`src/mem_system_defs.svh`:
```
`ifndef MEM_SYSTEM_DEFS_SVH
`define MEM_SYSTEM_DEFS_SVH

// widths
`define ADDR_W 16
`define DATA_W 16

// address split into tag, index, word select and byte bit
`define TAG_W 5
`define INDEX_W 8
`define WSEL_W 2

// cache geometry
`define LINE_WORDS 4

// main memory size in 16-bit words
`define MEM_WORDS 32768

// bank timing
`define BANK_BUSY_CYCLES 4
`define MEM_READ_LAT 2

`endif
```
`src/mem_system_pkg.sv`:
```
`default_nettype none

package mem_system_pkg;

`include "mem_system_defs.svh"

   typedef logic [`ADDR_W-1:0]  addr_t;
   typedef logic [`DATA_W-1:0]  word_t;
   typedef logic [`TAG_W-1:0]   tag_t;
   typedef logic [`INDEX_W-1:0] index_t;
   // word within a line and also the bank number
   typedef logic [`WSEL_W-1:0]  wsel_t;

   // WB and ALLOC states are numbered consecutively
   typedef enum logic [3:0] {
      IDLE   = 4'd0,
      ERR    = 4'd1,
      COMP1  = 4'd2,
      WB0    = 4'd3,
      WB1    = 4'd4,
      WB2    = 4'd5,
      WB3    = 4'd6,
      ALLOC0 = 4'd7,
      ALLOC1 = 4'd8,
      ALLOC2 = 4'd9,
      ALLOC3 = 4'd10,
      ALLOC4 = 4'd11,
      ALLOC5 = 4'd12,
      COMP2  = 4'd13
   } ctrl_state_t;

endpackage

`default_nettype wire

```
`src/cache_ctrl.sv`:
```
`timescale 1ns/1ps
`default_nettype none

`include "mem_system_defs.svh"

module cache_ctrl
   import mem_system_pkg::*;
(
   input  wire         clk,
   input  wire         rst_n,
   input  wire         rd,
   input  wire         wr,
   input  wire addr_t  addr,
   input  wire word_t  data_in,
   input  wire tag_t   cache_tag_out,
   input  wire word_t  cache_data_out,
   input  wire word_t  mem_rdata,
   input  wire         cache_hit_raw,
   input  wire         cache_dirty,
   input  wire         cache_valid,
   input  wire         mem_stall,
   output word_t       data_out,
   output logic        done,
   output logic        stall,
   output logic        cache_hit,
   output logic        err,
   output logic        cache_enable,
   output logic        cache_comp,
   output logic        cache_write,
   output logic        cache_valid_in,
   output tag_t        cache_tag_in,
   output index_t      cache_index,
   output wsel_t       cache_word_sel,
   output word_t       cache_data_in,
   output addr_t       mem_addr,
   output word_t       mem_wdata,
   output logic        mem_wr,
   output logic        mem_rd
);

   ctrl_state_t state;
   ctrl_state_t state_next;

   tag_t   req_tag;
   index_t req_index;
   wsel_t  req_wsel;
   tag_t   victim_tag;
   wsel_t  step;
   logic   line_hit;
   logic   rd_issue;

   // tracks accepted fill reads until their data returns
   logic [`MEM_READ_LAT-1:0] ret_vld;
   wsel_t                    ret_wsel [`MEM_READ_LAT];

   function automatic wsel_t step_of(ctrl_state_t s);
      case (s)
         WB1, ALLOC1: return 2'd1;
         WB2, ALLOC2: return 2'd2;
         WB3, ALLOC3: return 2'd3;
         default:     return 2'd0;
      endcase
   endfunction

   // address decode
   assign req_tag   = addr[15:11];
   assign req_index = addr[10:3];
   assign req_wsel  = addr[2:1];

   assign step     = step_of(state);
   assign line_hit = cache_hit_raw & cache_valid;
   assign rd_issue = mem_rd & ~mem_stall;

   assign cache_index = req_index;
   assign mem_wdata   = cache_data_out;
   assign data_out    = cache_data_out;

   always_ff @(posedge clk) begin
      if (!rst_n) begin
         state <= IDLE;
      end else begin
         state <= state_next;
      end
   end

   always_ff @(posedge clk) begin
      if (state == COMP1) begin
         victim_tag <= cache_tag_out;
      end
   end

   always_ff @(posedge clk) begin
      if (!rst_n) begin
         ret_vld <= '0;
      end else begin
         ret_vld[0] <= rd_issue;
         for (int i = 1; i < `MEM_READ_LAT; i++) begin
            ret_vld[i] <= ret_vld[i-1];
         end
      end
   end

   always_ff @(posedge clk) begin
      ret_wsel[0] <= mem_addr[2:1];
      for (int i = 1; i < `MEM_READ_LAT; i++) begin
         ret_wsel[i] <= ret_wsel[i-1];
      end
   end

   always_comb begin
      state_next     = state;
      done           = 1'b0;
      stall          = 1'b0;
      cache_hit      = 1'b0;
      err            = 1'b0;
      cache_enable   = 1'b0;
      cache_comp     = 1'b0;
      cache_write    = 1'b0;
      cache_valid_in = 1'b0;
      cache_tag_in   = req_tag;
      cache_word_sel = req_wsel;
      cache_data_in  = data_in;
      mem_addr       = '0;
      mem_wr         = 1'b0;
      mem_rd         = 1'b0;

      case (state)
         IDLE: begin
            if (rd || wr) begin
               state_next = addr[0] ? ERR : COMP1;
            end
         end
         ERR: begin
            done       = 1'b1;
            err        = 1'b1;
            state_next = IDLE;
         end
         COMP1: begin
            cache_enable = 1'b1;
            cache_comp   = 1'b1;
            cache_write  = wr;
            if (line_hit) begin
               done       = 1'b1;
               cache_hit  = 1'b1;
               state_next = IDLE;
            end else begin
               stall      = 1'b1;
               state_next = (cache_valid && cache_dirty) ? WB0 : ALLOC0;
            end
         end
         WB0, WB1, WB2, WB3: begin
            stall          = 1'b1;
            cache_enable   = 1'b1;
            cache_word_sel = step;
            mem_addr       = {victim_tag, req_index, step, 1'b0};
            mem_wr         = 1'b1;
            if (!mem_stall) begin
               state_next = ctrl_state_t'(state + 4'd1);
            end
         end
         ALLOC0, ALLOC1, ALLOC2, ALLOC3: begin
            stall    = 1'b1;
            mem_addr = {req_tag, req_index, step, 1'b0};
            mem_rd   = 1'b1;
            if (!mem_stall) begin
               state_next = ctrl_state_t'(state + 4'd1);
            end
         end
         ALLOC4, ALLOC5: begin
            // last fill words still on their way back
            stall      = 1'b1;
            state_next = ctrl_state_t'(state + 4'd1);
         end
         COMP2: begin
            done         = 1'b1;
            cache_enable = 1'b1;
            cache_comp   = 1'b1;
            cache_write  = wr;
            state_next   = IDLE;
         end
         default: begin
            state_next = IDLE;
         end
      endcase

      // fill capture follows the returning reads, not the issue state
      if (ret_vld[`MEM_READ_LAT-1]) begin
         cache_enable   = 1'b1;
         cache_comp     = 1'b0;
         cache_write    = 1'b1;
         cache_valid_in = 1'b1;
         cache_word_sel = ret_wsel[`MEM_READ_LAT-1];
         cache_data_in  = mem_rdata;
      end
   end

endmodule

`default_nettype wire

```
`config.mk`:
```
export PLATFORM = sky130hd
export DESIGN_NAME = cache_ctrl
export DESIGN_NICKNAME = d
export VERILOG_FILES = /design/src/mem_system_pkg.sv /design/src/cache_ctrl.sv
export VERILOG_INCLUDE_DIRS = /design/src
export SDC_FILE = /design/constraint.sdc
export NUM_CORES = 1
export LEC_CHECK = 0
export BUFFER_PORTS_ARGS = -buffer_cell sky130_fd_sc_hd__buf_2
export CAP_MARGIN = 20
export CORE_UTILIZATION = 25
export CTS_CLUSTER_SIZE = 8
export DETAILED_ROUTE_END_ITERATION = 10
export GPL_ROUTABILITY_DRIVEN = 0
export GPL_TIMING_DRIVEN = 0
export SYNTH_ARGS = -nofsm -noshare
export SYNTH_HDL_FRONTEND = slang
export SYNTH_SLANG_ARGS = --single-unit
```
`constraint.sdc`:
```
create_clock -name clk -period 3.7 [get_ports clk]
set_input_delay 0.74 -clock clk [delete_from_list [all_inputs] [get_ports clk]]
set_output_delay 0.74 -clock clk [all_outputs]
set_load 0.005 [all_outputs]
```
==> results.sh, run 1 <==
export IMPL_grt_pass1_wl_um=6450
export IMPL_setup_ws_ns=0.653
export IMPL_num_fill_cells=570
export IMPL_rr_startpoint="state[0]$_SDFFE_PN0P_"
export IMPL_ir_drop_v=0.000318
export IMPL_final_area_um2=2360
export IMPL_place_hpwl_um=3590
export IMPL_status="completed"
export IMPL_wl_per_cell_um=11.1
export IMPL_grt_pass1_vias=1402
export IMPL_grt_overflow=0
export IMPL_final_setup_tns_ns=0
export IMPL_finalPower_mw=0.933
export IMPL_path_clk_slew_ns=0.06
export IMPL_drtPass1Iterations=4
export IMPL_coreArea_um2=5610
export IMPL_numCtsBuffers=3
export IMPL_cts_max_level=1
export IMPL_dieArea_um2=6250
export IMPL_power_density_nw_per_um2=395
export IMPL_drc=0
export IMPL_slew_viol_final=0
export IMPL_cp_depth=7
export IMPL_period_share_pct=82.3
export IMPL_worst_pin_slew_ns=0.676
export IMPL_holdCritStartpoint="ret_wsel[0][0]$_DFF_P_"
export IMPL_cts_hold_buf=0
export IMPL_cts_max_path_buffers=2
export IMPL_rsz0062_at_grt="no"
export IMPL_cts_root_buf="clkbuf_8"
export IMPL_fp_dieH_um=79.1
export IMPL_endpoint="cache_word_sel[0]"
export IMPL_initial_utilization_pct=26.5
export IMPL_io_buffer_count=148
export IMPL_ys_ff_latch=15
export IMPL_placed_area_um2=2320
export IMPL_crit_fanout=9
export IMPL_post_cts_resized=0
export IMPL_yosysUniqueCellTypes=40
export IMPL_ys_seq_area_share_pct=23.6
export IMPL_grt_max_degree=11
export IMPL_antenna_left=0
export IMPL_max_stage_delay_ns=0.62
export IMPL_cts_tree="yes"
export IMPL_r2r_setup_slack_ns=1.56
export IMPL_fmax_ghz=0.328
export IMPL_holdWs_ns=0.327
export IMPL_min_period_ns=3.05
export IMPL_ys_warn_count=0
export IMPL_drtIter0Drc=25
export IMPL_post_cts_buffers=0
export IMPL_areaGrowthSynthToFinish_pct=59.0
export IMPL_clock_latency_ns=0.25
export IMPL_critPathKind="flip-flop to output pin"
export IMPL_post_place_ws_ns=0.946
export IMPL_fp_dieW_um=79.1
export IMPL_worst_r2r_path_depth=7
export IMPL_synthesis_instances=162
export IMPL_hold_viol=0
export IMPL_num_vias=1647
export IMPL_drv_cap=0
export IMPL_crit_path_start_kind="flip-flop"
export IMPL_nets=396
export IMPL_crit_family="compound AO/OA/AOI/OAI gates"
export IMPL_cp_required_ns=2.96
export IMPL_final_setup_viol_count=0
export IMPL_crit_start="state[0]$_SDFFE_PN0P_"
export IMPL_crit_buf_inv=2
export IMPL_finalWirelength_um=4290
export IMPL_rows=27
export IMPL_final_cell_mix="buf_2 (149), buf_4 (47), mux2_2 (16)"
export IMPL_ios=166
export IMPL_worstHoldPathType="flip-flop to flip-flop"
export IMPL_cp_slowest_cell="a211oi_2"
export IMPL_r2r_end="state[2]$_SDFFE_PN0P_"
export IMPL_post_drt_via_cell_ratio=4.27
export IMPL_netlist_area_um2=1490
export IMPL_track_usage_pct=12.9
export IMPL_antenna_found_initial=0
export IMPL_crit_path_cell_trace="inv_1 -> ha_1 -> nor3_2 -> a211oi_2 -> mux2i_1 -> o21ai_1 -> buf_2"
export IMPL_syn_num_nets=243
export IMPL_diodes=0
export IMPL_max_slew_margin_rel_pct=54.9
export IMPL_power_leakage_nw=1.31
export IMPL_finClkSkew_ns=0.00520
export IMPL_drive_gt1_share_pct=72.3
export IMPL_final_common_cell="buf_2"
export IMPL_worstSetupEndpointType="output pin"
export IMPL_cts_num_sinks=15
export IMPL_avgSynthCellArea_um2=9.17
export IMPL_cp_arrival_ns=2.31
[cells by family after synthesis]
logic type      after synthesis  share of synthesized area [%]
buf+inv                      57                           27.0
compound gates               30                           17.4
mux                          17                           12.8
other cells                   1                          0.252
fa+ha+maj                     4                           3.37
flops                        15                           23.6
xor+xnor                      1                          0.590
simple gates                 37                           15.0
[per-layer routing]
layer | up-vias | global-route usage (%) | wire (um)
li1 | 829 | - | -
met1 | 727 | 14.7 | 1740
met2 | 85 | 23.7 | 2120
met3 | 6 | 3.22 | 389
met4 | 0 | 3.09 | 47
met5 | - | 0 | 0
[worst min path at each step]
| stage | slack [ns] | cells after the start | endpoint |
|---|---|---|---|
| floorplan | 0.31 | 0 | ret_wsel[0][2]$_DFF_P_ |
| global placement | 0.31 | 0 | ret_wsel[0][3]$_DFF_P_ |
| detailed placement | 0.31 | 0 | ret_wsel[0][2]$_DFF_P_ |
| CTS | 0.33 | 0 | ret_wsel[0][2]$_DFF_P_ |
| global route | 0.34 | 0 | ret_wsel[0][2]$_DFF_P_ |
| finish | 0.33 | 0 | ret_wsel[0][2]$_DFF_P_ |
[final cells by class]
cell class	count	area, um^2	share of cell area [%]
clock buffers	4	45.0	1.91
repair buffers	148	741	31.4
well taps	72	90.1	3.82
plain buffers	51	379	16.1
multi-input cells	90	733	31.1
flip-flops and latches	15	350	14.8
inverters	6	22.5	0.954
[flip-flops by register name, indices dropped and copies added (netlist names)]
register and flops:
ret_vld 2, victim_tag 5, ret_wsel 4, state 4
[cells in the mapped netlist (all sizes together)]
master,number,share of area (%)
nand2,7,1.8
a21o,4,2.0
nor2,8,2.0
dfxtp,10,13
inv,6,1.5
a32oi,1,0.59
o221ai,1,0.59
clkbuf,2,1.2
o22ai,2,0.84
or3,1,0.51
conb,1,0.25
nor3,2,1.8
a21oi,3,1.0
a31oi,1,0.42
nand3,1,0.34
mux2,16,12
and2,11,4.6
a22o,5,2.9
or3b,1,0.59
or2b,1,0.51
mux2i,1,0.67
nor4,1,0.84
o32ai,2,1.2
nor3b,1,0.51
nor2b,1,0.42
o21ai,3,1.0
xnor2,1,0.59
and3b,1,0.67
a221oi,5,4.2
buf,49,24
edfxtp,5,10
a211oi,3,2.5
ha,4,3.4
and3,1,0.42
[through the flow]
| step | utilization [%] | std cells |
|---|---|---|
| floorplan | - | 162 |
| global placement | 41.3 | 382 |
| detailed placement | 41.3 | 382 |
| CTS | 42.1 | 386 |
| global route | 42.1 | 386 |
| finish | 42.1 | 386 |
[power breakdown]
| group | internal, mW | switching, mW | total, mW |
|---|---|---|---|
| Sequential | 0.209 | 0.0175 | 0.226 |
| Clock | 0.0763 | 0.0574 | 0.134 |
| Combinational | 0.279 | 0.294 | 0.573 |
| Total | 0.564 | 0.369 | 0.933 |
(Power assumes the default switching activity.)
==> run 2: changes to the inputs <==
--- a/config.mk
+++ b/config.mk
@@ -6,6 +6,7 @@
 export SDC_FILE = /design/constraint.sdc
 export NUM_CORES = 1
 export LEC_CHECK = 0
+export ABC_AREA = 1
 export BUFFER_PORTS_ARGS = -buffer_cell sky130_fd_sc_hd__buf_2
 export CAP_MARGIN = 20
 export CORE_UTILIZATION = 25
==> constraint.sdc (replaced) <==
create_clock -name clk -period 3.1 [get_ports clk]
set_input_delay 0.62 -clock clk [delete_from_list [all_inputs] [get_ports clk]]
set_output_delay 0.62 -clock clk [all_outputs]
set_load 0.005 [all_outputs]
==> results.sh, run 2 <==
export IMPL_status="completed"
export IMPL_synth_area_leaders="buf_4 (23%), nand2_1 (19%), dfxtp_1 (13%), edfxtp_1 (9.8%), inv_1 (5.9%)"
export IMPL_cp_arrival_ns=2.00
export IMPL_drtPass1Iterations=4
export IMPL_synth_top_family_by_area="simple AND/OR/NAND/NOR gates"
export IMPL_ys_seq_area_share_pct=22.9
export IMPL_initial_utilization_pct=25.8
export IMPL_fp_dieH_um=80.2
export IMPL_power_density_nw_per_um2=402
export IMPL_critPathKind="flip-flop to output pin"
export IMPL_ys_ff_latch=15
export IMPL_yosys_area_share_adder_pct=3.27
export IMPL_holdWs_ns=0.327
export IMPL_post_cts_buffers=0
export IMPL_yosysTopAreaCell="buf_4"
export IMPL_reg_top3="victim_tag x5, ret_wsel x4, state x4"
export IMPL_r2r_end="state[3]$_SDFFE_PN0P_"
export IMPL_r2r_setup_slack_ns=1.31
export IMPL_crit_path_cell_trace="inv_1 -> ha_1 -> nor2_1 -> nor2_4 -> nor2_4 -> inv_1 -> a22o_1 -> buf_2"
export IMPL_synthesis_instances=238
export IMPL_io_buffer_count=148
export IMPL_antenna_found_initial=0
export IMPL_ios=166
export IMPL_cts_num_sinks=15
export IMPL_cts_max_path_buffers=2
export IMPL_max_stage_delay_ns=0.38
export IMPL_antenna_left=0
export IMPL_post_cts_resized=0
export IMPL_slew_viol_final=0
export IMPL_cts_tree="yes"
export IMPL_min_period_ns=2.62
export IMPL_drc=0
export IMPL_drive_gt1_share_pct=54.4
export IMPL_avgSynthCellArea_um2=6.43
export IMPL_synth_edf_count=5
export IMPL_synth_common_cells="nand2_1 (79), buf_4 (46), inv_1 (24)"
export IMPL_numCtsBuffers=3
export IMPL_whs_path_depth=0
export IMPL_synth_most_common_cell="nand2_1"
export IMPL_crit_path_start_kind="flip-flop"
export IMPL_finClkSkew_ns=0.00333
export IMPL_power_leakage_nw=1.55
export IMPL_final_common_cell="buf_2"
export IMPL_grt_max_degree=11
export IMPL_hold_viol=0
export IMPL_num_vias=1864
export IMPL_worst_r2r_path_depth=10
export IMPL_ys_warn_count=0
export IMPL_largest_register_ff_count=5
export IMPL_grt_pass1_vias=1451
export IMPL_netlist_area_um2=1530
export IMPL_holdCritStartpoint="ret_wsel[0][0]$_DFF_P_"
export IMPL_cts_hold_buf=0
export IMPL_final_setup_tns_ns=0
export IMPL_fin_cells=465
export IMPL_rows=28
export IMPL_synth_xor_area_share_pct=0.572
export IMPL_track_usage_pct=12.4
export IMPL_crit_family="simple AND/OR/NAND/NOR gates"
export IMPL_grt_overflow=0
export IMPL_drv_cap=0
export IMPL_synth_async_sr_flop_share_pct=0
export IMPL_syn_num_nets=319
export IMPL_synth_compound_gate_area_share_pct=7.11
export IMPL_worstHoldPathType="flip-flop to flip-flop"
export IMPL_crit_buf_inv=3
export IMPL_dp_cells=461
export IMPL_final_cell_mix="buf_2 (148), nand2_1 (79), buf_4 (46)"
export IMPL_dieArea_um2=6440
export IMPL_rsz0062_at_grt="no"
export IMPL_yosysUniqueCellTypes=27
export IMPL_period_share_pct=84.5
export IMPL_crit_start="state[0]$_SDFFE_PN0P_"
export IMPL_rr_startpoint="state[0]$_SDFFE_PN0P_"
export IMPL_crit_fanout=7
export IMPL_clock_latency_ns=0.25
export IMPL_coreArea_um2=5920
export IMPL_fp_dieW_um=80.2
export IMPL_diodes=0
export IMPL_path_clk_slew_ns=0.06
export IMPL_top_register="victim_tag"
export IMPL_areaGrowthSynthToFinish_pct=57.5
export IMPL_placed_area_um2=2360
export IMPL_cp_required_ns=2.48
export IMPL_final_area_um2=2410
export IMPL_fmax_ghz=0.382
export IMPL_final_setup_viol_count=0
export IMPL_wl_per_cell_um=9.40
export IMPL_ir_drop_v=0.000206
export IMPL_synth_top_area_share_pct=22.6
export IMPL_finalWirelength_um=4370
export IMPL_cts_max_level=1
export IMPL_synth_mux_area_share_pct=0
export IMPL_cts_root_buf="clkbuf_8"
export IMPL_post_drt_via_cell_ratio=4.01
export IMPL_synth_simple_area_share_pct=34.3
export IMPL_worstSetupEndpointType="output pin"
export IMPL_place_hpwl_um=3720
export IMPL_grt_pass1_wl_um=6330
export IMPL_drtIter0Drc=42
export IMPL_ys_flop_type="dfxtp_1"
export IMPL_cp_slowest_cell="dfxtp_1"
export IMPL_min_to="ret_wsel[0][2]$_DFF_P_"
export IMPL_nets=472
run 2: changes by cell type after synthesis, moves of 3 or more:
| cell | delta |
|---|---|
| nor2_4 | +3 |
| nor2_1 | +8 |
| nand2_4 | +3 |
| nand3_1 | +11 |
| a21o_1 | -4 |
| and2_1 | -11 |
| nor3_1 | +3 |
| a211oi_2 | -3 |
| a221oi_2 | -3 |
| nand2_1 | +72 |
| mux2_2 | -16 |
| inv_1 | +18 |
| clkbuf_1 | +3 |
run 2: per-stage QoR:
stage               power, mW  setup WS (ns)  util [%]
finish                  0.968          0.480      40.7
global route             1.05          0.353      40.7
detailed placement      0.817          0.726      39.9
floorplan               0.598           1.05         -
CTS                     0.981          0.438      40.7
global placement        0.812          0.730      39.9
run 2: cell families (layout without fill, tap and decap cells):
family,Yosys count,after routing
buffers and inverters,80,232
AOI/OAI and AO/OA,17,17
xor gates and xnor gates,1,1
and+or+nand+nor,120,120
other,1,1
DFF,15,15
adders and majority gates,4,4
run 2: worst max-delay path by stage:
stage,depth (start not counted),endpoint
finish,8,mem_addr[11]
global route,8,mem_addr[14]
CTS,8,mem_addr[11]
detailed placement,8,mem_addr[11]
global placement,8,mem_addr[11]
floorplan,7,mem_addr[11]
run 2: layer usage:
layer | GRT usage [%] | wire, um | vias to the layer above
met2 | 22.6 | 2220 | 65
met5 | 0 | 0 | -
met4 | 6.07 | 98 | 0
met3 | 2.50 | 278 | 9
li1 | - | - | 988
met1 | 13.6 | 1770 | 802
run 2: where the power goes:
part	internal (mW)	switching [mW]
logic	0.250	0.297
registers	0.242	0.0176
clock network	0.0912	0.0707
total	0.583	0.385
run 2: final cells by class:
| class | instances | area [um^2] |
|---|---|---|
| repair buffers | 148 | 741 |
| plain buffers | 51 | 372 |
| flip-flops and latches | 15 | 350 |
| clock buffers | 4 | 45.0 |
| fillers | 644 | 3510 |
| multi-input cells | 143 | 696 |
| well taps | 75 | 93.8 |
| inverters | 29 | 113 |
